`config.mk`:
```
export PLATFORM = sky130hd
export DESIGN_NAME = video_compositor
export DESIGN_NICKNAME = d
export VERILOG_FILES = /design/src/vc_pkg.sv /design/src/ctrl_if.sv /design/src/compositor_regs.sv /design/src/intr_ctrl.sv /design/src/pixel_blend.sv /design/src/video_compositor.sv
export VERILOG_INCLUDE_DIRS = /design/src
export SDC_FILE = /design/constraint.sdc
export NUM_CORES = 1
export LEC_CHECK = 0
export ABC_AREA = 1
export BUFFER_PORTS_ARGS = -buffer_cell sky130_fd_sc_hd__buf_2
export CORE_MARGIN = 4
export CORE_UTILIZATION = 25
export DETAILED_ROUTE_END_ITERATION = 6
export HOLD_SLACK_MARGIN = 0.1
export SLEW_MARGIN = 20
export SYNTH_ARGS = -nofsm -noshare
export SYNTH_HDL_FRONTEND = slang
export SYNTH_HIERARCHICAL = 1
export SYNTH_SLANG_ARGS = --single-unit
```
`constraint.sdc`:
```
create_clock -name clk -period 2.16 [get_ports clk]
set_input_delay 0.216 -clock clk [delete_from_list [all_inputs] [get_ports clk]]
set_output_delay 0.216 -clock clk [all_outputs]
set_load 0.02 [all_outputs]
```
`src/vc_defines.svh`:
```
`ifndef VC_DEFINES_SVH
`define VC_DEFINES_SVH

// datapath widths
`define VC_CHAN_W           4       // bits per color channel
`define VC_INTR_W           4       // interrupt sources
`define VC_REG_NUM_W        4       // register number width
`define VC_WORD_W           16      // register data word

// register map
`define VC_REG_SYS_CTRL     0       // mask in [3:0], blend enable
`define VC_REG_INTR_CLEAR   1       // write ones to clear status
`define VC_REG_INTR_STATUS  2       // pending status, read only

// SYS_CTRL fields
`define VC_BLEND_EN_BIT     8       // playfield blend enable

`endif

```
`src/vc_pkg.sv`:
```
`default_nettype none

`include "vc_defines.svh"

package vc_pkg;

    // playfield color word
    //   [15]    A blend mode bit
    //   [15:14] B alpha field
    //   [11:0]  red, green, blue
    typedef logic [4*`VC_CHAN_W-1:0]  xrgb_t;

    typedef logic [`VC_CHAN_W-1:0]    chan_t;       // one channel
    typedef logic [3*`VC_CHAN_W-1:0]  rgb_t;        // packed r,g,b out

    typedef logic [`VC_INTR_W-1:0]    intr_t;       // bit per source

    // cpu register access
    typedef logic [`VC_REG_NUM_W-1:0] reg_num_t;
    typedef logic [`VC_WORD_W-1:0]    reg_word_t;

endpackage

`default_nettype wire

```
`src/ctrl_if.sv`:
```
`default_nettype none
`timescale 1ns/10ps

// control lines from the register block to the logic it steers
interface ctrl_if
    import vc_pkg::*;
();
    intr_t  intr_mask;      // enabled sources
    intr_t  intr_clear;     // one-cycle clear pulse
    intr_t  intr_status;    // pending sources, back to regs for read
    logic   blend_en;       // playfield blending on

    // register block side
    modport regs (
        output intr_mask, intr_clear, blend_en,
        input  intr_status
    );

    modport intr (input intr_mask, intr_clear, output intr_status);

    modport blend (input blend_en);     // pixel pipeline only needs this

endinterface

`default_nettype wire

```
`src/compositor_regs.sv`:
```
`default_nettype none
`timescale 1ns/10ps

`include "vc_defines.svh"

module compositor_regs
    import vc_pkg::*;
(
    input  wire logic       clk,
    input  wire logic       reset_i,
    input  wire logic       reg_wr_i,       // one-cycle write strobe
    input  wire reg_num_t   reg_num_i,      // register number, write and read
    input  wire reg_word_t  reg_data_i,     // write data
    output reg_word_t       reg_data_o,     // read data, one cycle after reg_num_i
    ctrl_if.regs            ctrl
);

    logic       wr_sys_ctrl;    // write hits SYS_CTRL
    logic       wr_intr_clear;  // write hits INTR_CLEAR
    reg_word_t  rd_word;        // read mux before the output flop

    assign wr_sys_ctrl   = reg_wr_i && (reg_num_i == reg_num_t'(`VC_REG_SYS_CTRL));
    assign wr_intr_clear = reg_wr_i && (reg_num_i == reg_num_t'(`VC_REG_INTR_CLEAR));

    // SYS_CTRL fields and the clear pulse
    always_ff @(posedge clk) begin
        if (reset_i) begin
            ctrl.intr_mask  <= '0;
            ctrl.blend_en   <= 1'b0;
            ctrl.intr_clear <= '0;
        end else begin
            if (wr_sys_ctrl) begin
                ctrl.intr_mask <= reg_data_i[`VC_INTR_W-1:0];
                ctrl.blend_en  <= reg_data_i[`VC_BLEND_EN_BIT];
            end
            // pulse only for the write cycle, zero otherwise
            ctrl.intr_clear <= wr_intr_clear ? reg_data_i[`VC_INTR_W-1:0] : '0;
        end
    end

    // read-back select
    always_comb begin
        rd_word = '0;                   // unused numbers read zero
        case (reg_num_i)
            reg_num_t'(`VC_REG_SYS_CTRL): begin
                rd_word[`VC_INTR_W-1:0]  = ctrl.intr_mask;
                rd_word[`VC_BLEND_EN_BIT] = ctrl.blend_en;
            end
            reg_num_t'(`VC_REG_INTR_STATUS): begin
                rd_word[`VC_INTR_W-1:0] = ctrl.intr_status;
            end
            default: begin
                rd_word = '0;
            end
        endcase
    end

    always_ff @(posedge clk) begin
        if (reset_i) begin
            reg_data_o <= '0;
        end else begin
            reg_data_o <= rd_word;      // registered, no read strobe
        end
    end

    // clear is a single-cycle pulse per INTR_CLEAR write
    a_clear_pulse: assert property (
        @(posedge clk) disable iff (reset_i)
        (ctrl.intr_clear != '0) |=> (ctrl.intr_clear == '0)
    );

endmodule

`default_nettype wire

```
`src/intr_ctrl.sv`:
```
`default_nettype none
`timescale 1ns/10ps

module intr_ctrl
    import vc_pkg::*;
(
    input  wire logic   clk,
    input  wire logic   reset_i,
    input  wire intr_t  intr_signal_i,  // one-cycle source pulses
    output logic        bus_intr_o,     // cpu interrupt strobe
    ctrl_if.intr        ctrl
);

    intr_t  new_intr;       // signalled, enabled, not yet pending

    // only a fresh unmasked source raises the strobe
    assign new_intr = intr_signal_i & ctrl.intr_mask & ~ctrl.intr_status;

    always_ff @(posedge clk) begin
        if (reset_i) begin
            ctrl.intr_status <= '0;
            bus_intr_o       <= 1'b0;
        end else begin
            // pending sources stay set until cleared by cpu
            ctrl.intr_status <= (ctrl.intr_status | intr_signal_i) & ~ctrl.intr_clear;
            bus_intr_o       <= (new_intr != '0);   // one cycle high
        end
    end

    // strobe must trace back to an unmasked source not already pending
    a_strobe_cause: assert property (
        @(posedge clk) disable iff (reset_i)
        bus_intr_o |->
            $past((intr_signal_i & ctrl.intr_mask & ~ctrl.intr_status) != '0)
    );

endmodule

`default_nettype wire

```
`src/pixel_blend.sv`:
```
`default_nettype none
`timescale 1ns/10ps

`include "vc_defines.svh"

module pixel_blend
    import vc_pkg::*;
(
    input  wire logic   clk,
    input  wire logic   reset_i,
    input  wire xrgb_t  color_a_i,      // playfield A, bottom
    input  wire xrgb_t  color_b_i,      // playfield B, drawn on top
    input  wire logic   hsync_i,
    input  wire logic   vsync_i,
    input  wire logic   dv_de_i,        // display enable
    output chan_t       red_o,
    output chan_t       green_o,
    output chan_t       blue_o,
    output logic        hsync_o,
    output logic        vsync_o,
    output logic        dv_de_o,
    ctrl_if.blend       ctrl
);

    // stage 1 stands in for the color memory read
    xrgb_t  color_a_1;
    xrgb_t  color_b_1;
    logic   hsync_1;
    logic   vsync_1;
    logic   dv_de_1;

    logic [2:0] mode;       // {A[15], B[15:14]}
    rgb_t       mix;        // blended color into stage 2

    // one channel of the blend table
    // A is the destination playfield, B the source over it
    function automatic chan_t blend_chan(input chan_t a, input chan_t b,
                                         input logic [2:0] sel);
        logic [`VC_CHAN_W:0] sum;       // carry kept for clamp
        logic [`VC_CHAN_W:0] diff;      // borrow kept for clamp
        chan_t               res;
        sum  = {1'b0, a} + {1'b0, b};
        diff = {1'b0, a} - {1'b0, b};
        case (sel)
            3'b0_00: res = a;                                       // B transparent
            3'b0_01: res = sum[`VC_CHAN_W] ? '1 : sum[`VC_CHAN_W-1:0];   // additive
            3'b0_10: res = sum[`VC_CHAN_W:1];                       // 50/50 mix
            3'b0_11: res = b;                                       // B opaque
            3'b1_00: res = a & b;
            3'b1_01: res = diff[`VC_CHAN_W] ? '0 : diff[`VC_CHAN_W-1:0]; // subtractive
            3'b1_10: res = a | b;
            default: res = sum[`VC_CHAN_W-1:0];                     // wrapping offset blend
        endcase
        return res;
    endfunction

    // stage 1 capture
    always_ff @(posedge clk) begin
        color_a_1 <= color_a_i;         // color payload
        color_b_1 <= color_b_i;
    end

    always_ff @(posedge clk) begin
        if (reset_i) begin
            hsync_1 <= 1'b0;
            vsync_1 <= 1'b0;
            dv_de_1 <= 1'b0;
        end else begin
            hsync_1 <= hsync_i;
            vsync_1 <= vsync_i;
            dv_de_1 <= dv_de_i;
        end
    end

    assign mode = {color_a_1[15], color_b_1[15:14]};

    always_comb begin
        if (ctrl.blend_en) begin
            mix = {blend_chan(color_a_1[11:8], color_b_1[11:8], mode),
                   blend_chan(color_a_1[7:4],  color_b_1[7:4],  mode),
                   blend_chan(color_a_1[3:0],  color_b_1[3:0],  mode)};
        end else begin
            mix = color_a_1[11:0];      // A straight through
        end
    end

    // stage 2 blanks outside the display area
    always_ff @(posedge clk) begin
        if (reset_i) begin
            {red_o, green_o, blue_o} <= '0;
            hsync_o <= 1'b0;
            vsync_o <= 1'b0;
            dv_de_o <= 1'b0;
        end else begin
            {red_o, green_o, blue_o} <= dv_de_1 ? mix : '0;
            hsync_o <= hsync_1;         // syncs keep step with color
            vsync_o <= vsync_1;
            dv_de_o <= dv_de_1;
        end
    end

    // black whenever the delayed enable is low
    a_blank: assert property (
        @(posedge clk) disable iff (reset_i)
        !dv_de_o |-> ({red_o, green_o, blue_o} == '0)
    );

endmodule

`default_nettype wire

```
`src/video_compositor.sv`:
```
`default_nettype none
`timescale 1ns/10ps

module video_compositor
    import vc_pkg::*;
(
    input  wire logic       clk,
    input  wire logic       reset_i,
    // cpu register port
    input  wire logic       reg_wr_i,
    input  wire reg_num_t   reg_num_i,
    input  wire reg_word_t  reg_data_i,
    output reg_word_t       reg_data_o,
    // interrupts
    input  wire intr_t      intr_signal_i,  // source pulses
    output logic            bus_intr_o,     // strobe to cpu
    // playfield colors and timing in
    input  wire xrgb_t      color_a_i,
    input  wire xrgb_t      color_b_i,
    input  wire logic       hsync_i,
    input  wire logic       vsync_i,
    input  wire logic       dv_de_i,
    // video out, two cycles behind
    output chan_t           red_o,
    output chan_t           green_o,
    output chan_t           blue_o,
    output logic            hsync_o,
    output logic            vsync_o,
    output logic            dv_de_o
);

    ctrl_if ctrl_bus ();    // mask, clear, status, blend enable

    compositor_regs u_regs (
        .clk        (clk),
        .reset_i    (reset_i),
        .reg_wr_i   (reg_wr_i),
        .reg_num_i  (reg_num_i),
        .reg_data_i (reg_data_i),
        .reg_data_o (reg_data_o),
        .ctrl       (ctrl_bus.regs)
    );

    intr_ctrl u_intr (
        .clk            (clk),
        .reset_i        (reset_i),
        .intr_signal_i  (intr_signal_i),
        .bus_intr_o     (bus_intr_o),
        .ctrl           (ctrl_bus.intr)
    );

    pixel_blend u_blend (
        .clk        (clk),
        .reset_i    (reset_i),
        .color_a_i  (color_a_i),
        .color_b_i  (color_b_i),
        .hsync_i    (hsync_i),
        .vsync_i    (vsync_i),
        .dv_de_i    (dv_de_i),
        .red_o      (red_o),
        .green_o    (green_o),
        .blue_o     (blue_o),
        .hsync_o    (hsync_o),
        .vsync_o    (vsync_o),
        .dv_de_o    (dv_de_o),
        .ctrl       (ctrl_bus.blend)
    );

endmodule

`default_nettype wire

```
; Word level (Yosys, flattened, before mapping)
; Cells that the tools add are included.
[word_totals]
in_bits = 62
regBits = 80
elab_cells = 67
output_inout_bits = 32
[classes]
eq_ne = 8
n_mux = 11
reduce_logical = 8
bitwise = 15
n_addsub = 6
[ops]
columns = op, n
row1 = $pmux 4 s7, 3
row2 = $and 4x4->4, 6
row3 = $mux 4, 6
row4 = $or 4x4->4, 4
row5 = $add 4x4->5, 3
row6 = $sub 4x4->5, 3
row7 = $mux 12, 1
row8 = $eq 3x3->1 const B, 3
row9 = $not 4->4, 2
row10 = $pmux 4 s2, 1
row11 = $eq 3x2->1 const B, 2
row12 = $reduce_or 2->1, 3
row13 = $eq 4x1->1 const B, 1
row14 = $eq 4x2->1 const B, 1
row15 = $logic_not 4->1, 1
row16 = $reduce_bool 4->1, 1
row17 = $eq 3x1->1 const B, 1
row18 = $logic_not 3->1, 1
row19 = $not 1->1, 3
row20 = $logic_and 1x1->1, 2

; Longest topological paths before layout
; Gate-level depths: netlist (run 1).
[logic_depth]
word_depth = 4
depth_mapped = 12
ltp_nobuf = 12

; Hierarchy
; Netlist (run 1), hierarchy kept.
[modules_own_cells]
columns = module, seq_area_each_um2, area_per_inst_um2, instances, cells_each
row1 = pixel_blend, 900.9, 2995.4, 1, 425
row2 = compositor_regs, 280.3, 666.9, 1, 88
row3 = intr_ctrl, 100.1, 190.2, 1, 25

; Worst setup path after synthesis (run 1)
; OpenSTA, ideal clock, no wires.
[synth_path]
path_kind = flip-flop to flip-flop
start = register u_blend.color_a_1[4]
end = register u_blend.green_o[3]
setup_time_ns = 0.117
t_arrival_ns = 1.451
n_path_buf = 0
t_required_ns = 2.043
synth_period_minus_slack_ns = 1.568
setup_slack_ns = 0.592
stages_incl_launch_ff = 13
cell_sequence = dfxtp_1 -> inv_1 -> ha_1 -> inv_1 -> fa_1 -> nand3_1 -> nand2_1 -> nand2_1 -> inv_1 -> nand3_1 -> nand2_1 -> nor2_1 -> nor2_1
[synth_between]
elab_chain_len = 4
word_cells_on_any_way = 6
classes_between = 2 x add/sub / 4 x mux
[synth_rtl]
columns = element, line_no
row1 = "start, declared", pixel_blend.sv:26  ; xrgb_t color_a_1;
row2 = "start signal, assigned", pixel_blend.sv:59  ; color_a_1 <= color_a_i;
row3 = $sub 4x4->5 / $add 4x4->5 (equally long branches), "pixel_blend.sv:43, pixel_blend.sv:42"
row4 = "$mux 4, on equally long branches", "pixel_blend.sv:50, pixel_blend.sv:46"
row5 = $pmux 4 s7 (*), pixel_blend.sv:44  ; case (sel)
row6 = $mux 12 (*), pixel_blend.sv:78  ; if (ctrl.blend_en) begin
row7 = "end signal, assigned", pixel_blend.sv:95  ; {red_o, green_o, blue_o} <= dv_de_1 ? mix : '0;
row8 = "end, declared", pixel_blend.sv:17  ; output chan_t green_o,
; Every way passes the cells marked *; elsewhere a longest branch is shown, timed or not.
; A chain may end at the register's enable or synchronous reset.

; Final worst setup path (run 1)
[layout_path]
start = register u_blend.color_a_1[4]
end = register u_blend.green_o[2]
; The elaborated chain is that of the path after synthesis.

==> run metrics, run 1 <==
CTS resizes=0; number of global-route vias before repair=3580; most frequent cells after synthesis=96 x inv_1, 88 x nand2_1, 79 x nor2_1; first-pass GRT wire length=17.0 mm; vias=3552; Min-Delay Path Class=input port to flop; total track usage=12.0%; fin crit period=1860 ps; register area share after synthesis=33.3%; largest net degree at the start of global routing=17; critical path class=flop to flop; area grow syn2layout=27.8%; later-pin clock latency in the skew report=340 ps; worst reg2reg setup slack=300 ps; hpwl dp=7.40 mm; synthesized area per cell=7.16 µm²; initial antenna violation count=0; Max-slew headroom=51.7%; Max Cap Violations=0; hold slack=130 ps; Tcrit/Tclk final=85.9%; top_reg_cell synth=dfxtp_1; synthesized flop and latch total=64; outcome=finished, final reports clean; Seq pwr share=38.7%; port bufs=66; CP Launch Type=flop; leakage=2.60 nW; FILL cells=1639; I/O Pins=94; switching pwr=926 µW; count of final setup violators=0; share of total power in combinational logic=16.1%; Synth area leaders=dfxtp_1 33%, ha_1 12%, inv_1 9.4%; clock power share=45.2%; DR pass1 iterations=4; Num CTS Buffers=9; maximum clock rate=539 MHz; routability cong.=0.871; Final #Nets=741; final hold vios=0; RSZ-0062 raised after global routing=no; placed insts=784; share of cells above drive strength 1=16.2%; Post-synth EDFFs=0; Synth cell types=29; row count=45; Synthesis Warnings=6; Setup Skew=14.0 ps; reg2reg start=u_blend/color_a_1[4]; crit end category=flop; maximum fanout along the worst path=3; Internal=2.34 mW; Cell Area, Synth=3850 µm²; most frequent cell after synthesis=inv_1; postcts setup bufs=0; total grt overflow=0; vias per std cell=4.28; total clock sinks=64; WL/cell=12.2 µm; Clock Pin Slew Worst Setup and Hold Paths=60 ps; ys async rst share=0%; Arr. time, crit path=2080 ps; die area=17500 µm²; final cell count without fillers=830; Worst Path Required=2380 ps; Yosys top cell by area=dfxtp_1; maximum resistive drop on vdd=0.372 mV; Die Y=132 µm; 1st-iter DRT viols=267; DRC Markers=0; Worst Tran Pin Value=722 ps; CTS tree=done; RR Endpoint=u_blend/green_o[2]; Final ANT Viol Nets=0; Net Sw Frac=28.3%; H-Tree Level Count=3; area fraction of the dominant cell type after synthesis=33.3%; Initial Util=25.4%; ANT cells=0; clk buf depth=2; Post-Syn Instances=538; Worst Setup EP=u_blend/green_o[2]; Max Slew Vio Count=0; final core occ=32.5%; Setup TNS Final=0 ps; r2r worst-path depth=10; CTS root buf=clkbuf_16; Core ar.=15100 µm²; drt total wl=10.1 mm; Die Span X=132 µm; critical path startpoint=u_blend/color_a_1[4]; pwr/cell area=664 nW/µm²
==> per-stage QoR <==
step	setup slack, ps	power [mW]	area (µm²)
final	305	3.27	4920
after CTS	326	3.32	4920
after detailed placement	345	1.77	4320
after global placement	366	1.77	4320
after floorplan	592	1.64	3890
after global routing	164	3.45	4920
==> how the worst min path moves through the flow <==
| stage | from | to | slack (ps) | cells after the start |
|---|---|---|---|---|
| 2_1_floorplan | color_a_i[0] | u_blend/color_a_1[0] | 240 | 0 |
| 3_3_place_gp | color_a_i[1] | u_blend/color_a_1[1] | 320 | 1 |
| 3_5_place_dp | color_a_i[2] | u_blend/color_a_1[2] | 320 | 1 |
| 4_1_cts | reg_data_i[2] | u_regs/ctrl.intr_clear[2] | 110 | 3 |
| 5_1_grt | reg_data_i[3] | u_regs/ctrl.intr_clear[3] | 140 | 3 |
| 6_report | reg_data_i[2] | u_regs/ctrl.intr_clear[2] | 130 | 3 |
==> logic make-up (layout without fill, tap and decap cells) <==
kind of cell	count (synthesis)	after routing	synth area share, %
AND/OR/NAND/NOR	263	263	31.0
AO/OA/AOI/OAI	38	38	5.00
buffers and inverters	125	219	14.7
XOR/XNOR	5	5	1.14
adder cells (fa/ha/maj)	42	42	14.8
flip-flops	64	64	33.3
other	1	11	0.0973
==> cell type report <==
cell class / count / area [µm²] / share of cell area, %
sequential: 64 / 1280 / 26.0
timing repair buffer: 102 / 676 / 13.7
clock buffer: 9 / 225 / 4.58
clock inverter: 7 / 80.1 / 1.63
inverter: 101 / 382 / 7.75
tap: 188 / 235 / 4.78
multi-input combinational: 359 / 2040 / 41.5
==> layout by cell type, fill, tap and decap left out, types with 3 or more instances in the layout <==
cell type and instances:
dfxtp_1 64, nand3_2 6, nand3_1 52, o21ai_0 12
inv_2 4, xor2_1 4, nor3_1 7, dlygate4sd3_1 30
buf_4 6, conb_1 11, nand3b_1 3, inv_1 96
ha_1 36, fa_1 6, nor2_1 79, nand4_1 21
nand2_1 88, clkbuf_16 9, buf_2 66, a21oi_1 24
==> power groups by stage <==
stage | combinational (mW) | sequential, mW | clock (mW)
floorplan | 0.346 | 1.30 | 0
global placement | 0.474 | 1.29 | 0
detailed placement | 0.480 | 1.29 | 0
CTS | 0.526 | 1.27 | 1.53
global route | 0.601 | 1.27 | 1.58
finish | 0.526 | 1.27 | 1.48
==> critical path: stages (launching register included) <==
cell     delay [ps]
dfxtp_1         320
ha_1            270
fa_1            430
nand3_1          90
nand3_1          80
nand2_1         140
nand3_1          90
nor2_1          120
nand3_1          80
nand2_1         100
inv_1            40
==> sequential cells by signal, indices dropped and copies added, names as in the netlist, 4 cells and up <==
signal	count
u_blend/green_o	4
u_blend/color_a_1	13
u_intr/ctrl.intr_status	4
u_regs/ctrl.intr_mask	4
u_blend/red_o	4
u_blend/color_b_1	14
u_blend/blue_o	4
u_regs/reg_data_o	5
u_regs/ctrl.intr_clear	4
==> what timing repair did <==
| action | CTS | global route |
|---|---|---|
| hold buffers | 30 | 0 |
| endpoints found under the hold margin | 30 | 0 |
| setup endpoints to repair | 0 | 0 |
==> metal layers <==
layer	wire, µm	track usage, %	vias to the layer above
li1	-	-	1853
met1	4600	15.1	1535
met2	4390	19.1	149
met3	920	3.78	15
met4	189	5.02	0
met5	0	0	-
Note: power is estimated with default switching activity, not from simulation.
==> run 2, diff against run 1 <==
--- a/config.mk
+++ b/config.mk
@@ -8,7 +8,6 @@
 export LEC_CHECK = 0
 export ABC_AREA = 1
 export BUFFER_PORTS_ARGS = -buffer_cell sky130_fd_sc_hd__buf_2
-export CORE_MARGIN = 4
 export CORE_UTILIZATION = 25
 export DETAILED_ROUTE_END_ITERATION = 6
 export HOLD_SLACK_MARGIN = 0.1
@@ -17,3 +16,4 @@
 export SYNTH_HDL_FRONTEND = slang
 export SYNTH_HIERARCHICAL = 1
 export SYNTH_SLANG_ARGS = --single-unit
+export TNS_END_PERCENT = 20
==> run 2 against run 1 <==
Final area is 0.20% higher. Die area is 8.9% lower. Clock skew is 7.7 ps lower. Flip-flop and latch count stayed put. Register-to-register slack better by 20 ps. Core utilization is 0.066 points higher. Wire length is 2.8% lower. Largest power group unchanged. Highest routed layer unchanged. Sequential share of layout area is 0.053 points lower. Combinational power hardly changed. Global-route usage is 1.4 points higher. Non-clock buffer count is 1 higher.
==> run metrics, run 2 (synthesis gave the netlist of run 1 again) <==
reg2reg start=u_blend/color_a_1[4] (unchanged); hold buffers post-CTS=30 (unchanged); total track usage=13.4% (was 12.0%); Worst Hold End=u_regs/ctrl.intr_clear[0] (was u_regs/ctrl.intr_clear[2]); FILL cells=1649 (was 1639); port bufs=66 (unchanged); clock power share=45.4% (was 45.2%); register area=1280 µm² (unchanged); critical path class=flop to flop (unchanged); Worst Tran Pin Value=569 ps (was 722 ps); I/O Pins=94 (unchanged); routability cong.=0.872 (was 0.871); Seq pwr share=38.6% (was 38.7%); Multi-input gate area=2040 µm² (unchanged); row count=45 (unchanged); final hold vios=0 (unchanged); CTS tree=done (unchanged); 1st-iter DRT viols=193 (was 267); total grt overflow=0 (unchanged); area grow syn2layout=28.0% (was 27.8%); largest net degree at the start of global routing=17 (unchanged); Clock Pin Slew Worst Setup and Hold Paths=60 ps (about the same); CP Launch Type=flop (unchanged); Tcrit/Tclk final=85.1% (was 85.9%); M3 GR Usage=5.14% (was 3.78%); clk buf depth=2 (unchanged); count of final setup violators=0 (unchanged); later-pin clock latency in the skew report=340 ps (about the same); Die Span X=126 µm (was 132 µm); Min-Delay Path Class=input port to flop (unchanged); H-Tree Level Count=3 (unchanged); maximum resistive drop on vdd=0.551 mV (was 0.372 mV); die area=15900 µm² (was 17500 µm²); met1 GRT Util=16.4% (was 15.1%); Hold Crit Depth=3 (unchanged); Setup Skew=6.26 ps (was 14.0 ps); Die Y=126 µm (was 132 µm); RR Endpoint=u_blend/green_o[2] (unchanged); fin crit period=1840 ps (was 1860 ps); postcts setup bufs=0 (unchanged); r2r worst-path depth=10 (unchanged); number of global-route vias before repair=3531 (was 3580); vias per std cell=4.27 (was 4.28); CTS resizes=0 (unchanged); CTS root buf=clkbuf_16 (unchanged); min-delay src=reg_data_i[0] (was reg_data_i[2]); Largest regs=u_blend/color_b_1: 14 flops, u_blend/color_a_1: 13 flops, u_regs/reg_data_o: 5 flops (unchanged); worst reg2reg setup slack=320 ps (was 300 ps); first-pass GRT wire length=16.6 mm (was 17.0 mm); switching pwr=882 µW (was 926 µW); pwr/cell area=665 nW/µm² (was 664 nW/µm²); total power=3.28 mW (was 3.27 mW); Reg with most FFs=u_blend/color_b_1 (unchanged); Most Crowded Layer GR=met2 (unchanged); vias=3551 (was 3552); Initial Util=25.4% (unchanged); Internal=2.40 mW (was 2.34 mW); final core occ=32.6% (was 32.5%); drt total wl=9.82 mm (was 10.1 mm); initial antenna violation count=0 (unchanged); Core ar.=15100 µm² (unchanged); Global Route met2 Usage=21.8% (was 19.1%); WL/cell=11.8 µm (was 12.2 µm); Num CTS Buffers=9 (unchanged); Max Slew Vio Count=0 (unchanged); share of cells above drive strength 1=16.2% (about the same); total clock sinks=64 (unchanged); maximum clock rate=544 MHz (was 539 MHz); leakage=2.61 nW (was 2.60 nW); share of total power in combinational logic=16.0% (was 16.1%); Max-slew headroom=62.0% (was 51.7%); DRC Markers=0 (unchanged); Worst Path Required=2400 ps (was 2380 ps); RSZ-0062 raised after global routing=no (unchanged); crit end category=flop (unchanged); outcome=finished, final reports clean (unchanged); maximum fanout along the worst path=3 (unchanged); Setup TNS Final=0 ps (unchanged); commonest non-fill, non-tap cell in the layout=inv_1 (unchanged); Arr. time, crit path=2070 ps (was 2080 ps); Final ANT Viol Nets=0 (unchanged); Max Cap Violations=0 (unchanged); Final #Nets=742 (was 741); DR pass1 iterations=5 (was 4); Net Sw Frac=26.9% (was 28.3%); max FFs per register=14 (unchanged); ANT cells=0 (unchanged); hpwl dp=7.35 mm (was 7.40 mm); commonest non-fill, non-tap cells in the layout=96 x inv_1, 88 x nand2_1, 79 x nor2_1 (unchanged)
==> run 2: per-layer routing <==
metal	routed length [µm]	part of all wire (%)	vias to the layer above
met5	0	0	-
met4	68	0.69	0
met3	784	8.0	6
met2	4470	46	127
met1	4500	46	1559
li1	-	-	1859
==> run 2: cell type report <==
cell class | instances | area share [%]
Clock buffer | 12 | 5.20
Sequential cell | 64 | 26.0
Timing Repair Buffer | 103 | 13.9
Clock inverter | 4 | 1.04
Multi-Input combinational cell | 359 | 41.4
Tap cell | 188 | 4.77
Inverter | 101 | 7.74
==> run 2: worst max path at each step <==
| stage | start | end | slack (ps) | depth (start not counted) |
|---|---|---|---|---|
| after global placement | u_blend/color_a_1[4] | u_blend/green_o[2] | 360 | 10 |
| after CTS | u_blend/color_a_1[4] | u_blend/green_o[2] | 320 | 10 |
| final | u_blend/color_a_1[4] | u_blend/green_o[2] | 320 | 10 |
| after floorplan | u_blend/color_a_1[4] | u_blend/green_o[3] | 590 | 12 |
| after global routing | u_blend/color_a_1[4] | u_blend/green_o[2] | 140 | 10 |
| after detailed placement | u_blend/color_a_1[4] | u_blend/green_o[2] | 340 | 10 |
==> run 2: stage by stage <==
stage | hold WS [ps] | area [µm²] | setup WS (ps) | cells
global route | 133 | 4930 | 138 | 831
floorplan | 244 | 3890 | 592 | 548
detailed placement | 320 | 4320 | 339 | 785
finish | 131 | 4930 | 322 | 831
CTS | 120 | 4930 | 323 | 831
global placement | 319 | 4320 | 361 | 785
==> run 2: power by group through the flow <==
stage	registers, mW	clock network [mW]	logic (mW)
3_5_place_dp	1.29	0	0.477
5_1_grt	1.27	1.61	0.599
2_1_floorplan	1.30	0	0.346
3_3_place_gp	1.29	0	0.474
6_report	1.27	1.49	0.524
4_1_cts	1.27	1.55	0.524
==> run 2: critical path, cell delays in order, from the launching register on <==
cell and delay (ps):
dfxtp_1 320, ha_1 260, fa_1 420, nand3_1 80
nand3_1 80, nand2_1 140, nand3_1 90, nor2_1 120
nand3_1 80, nand2_1 90, inv_1 40
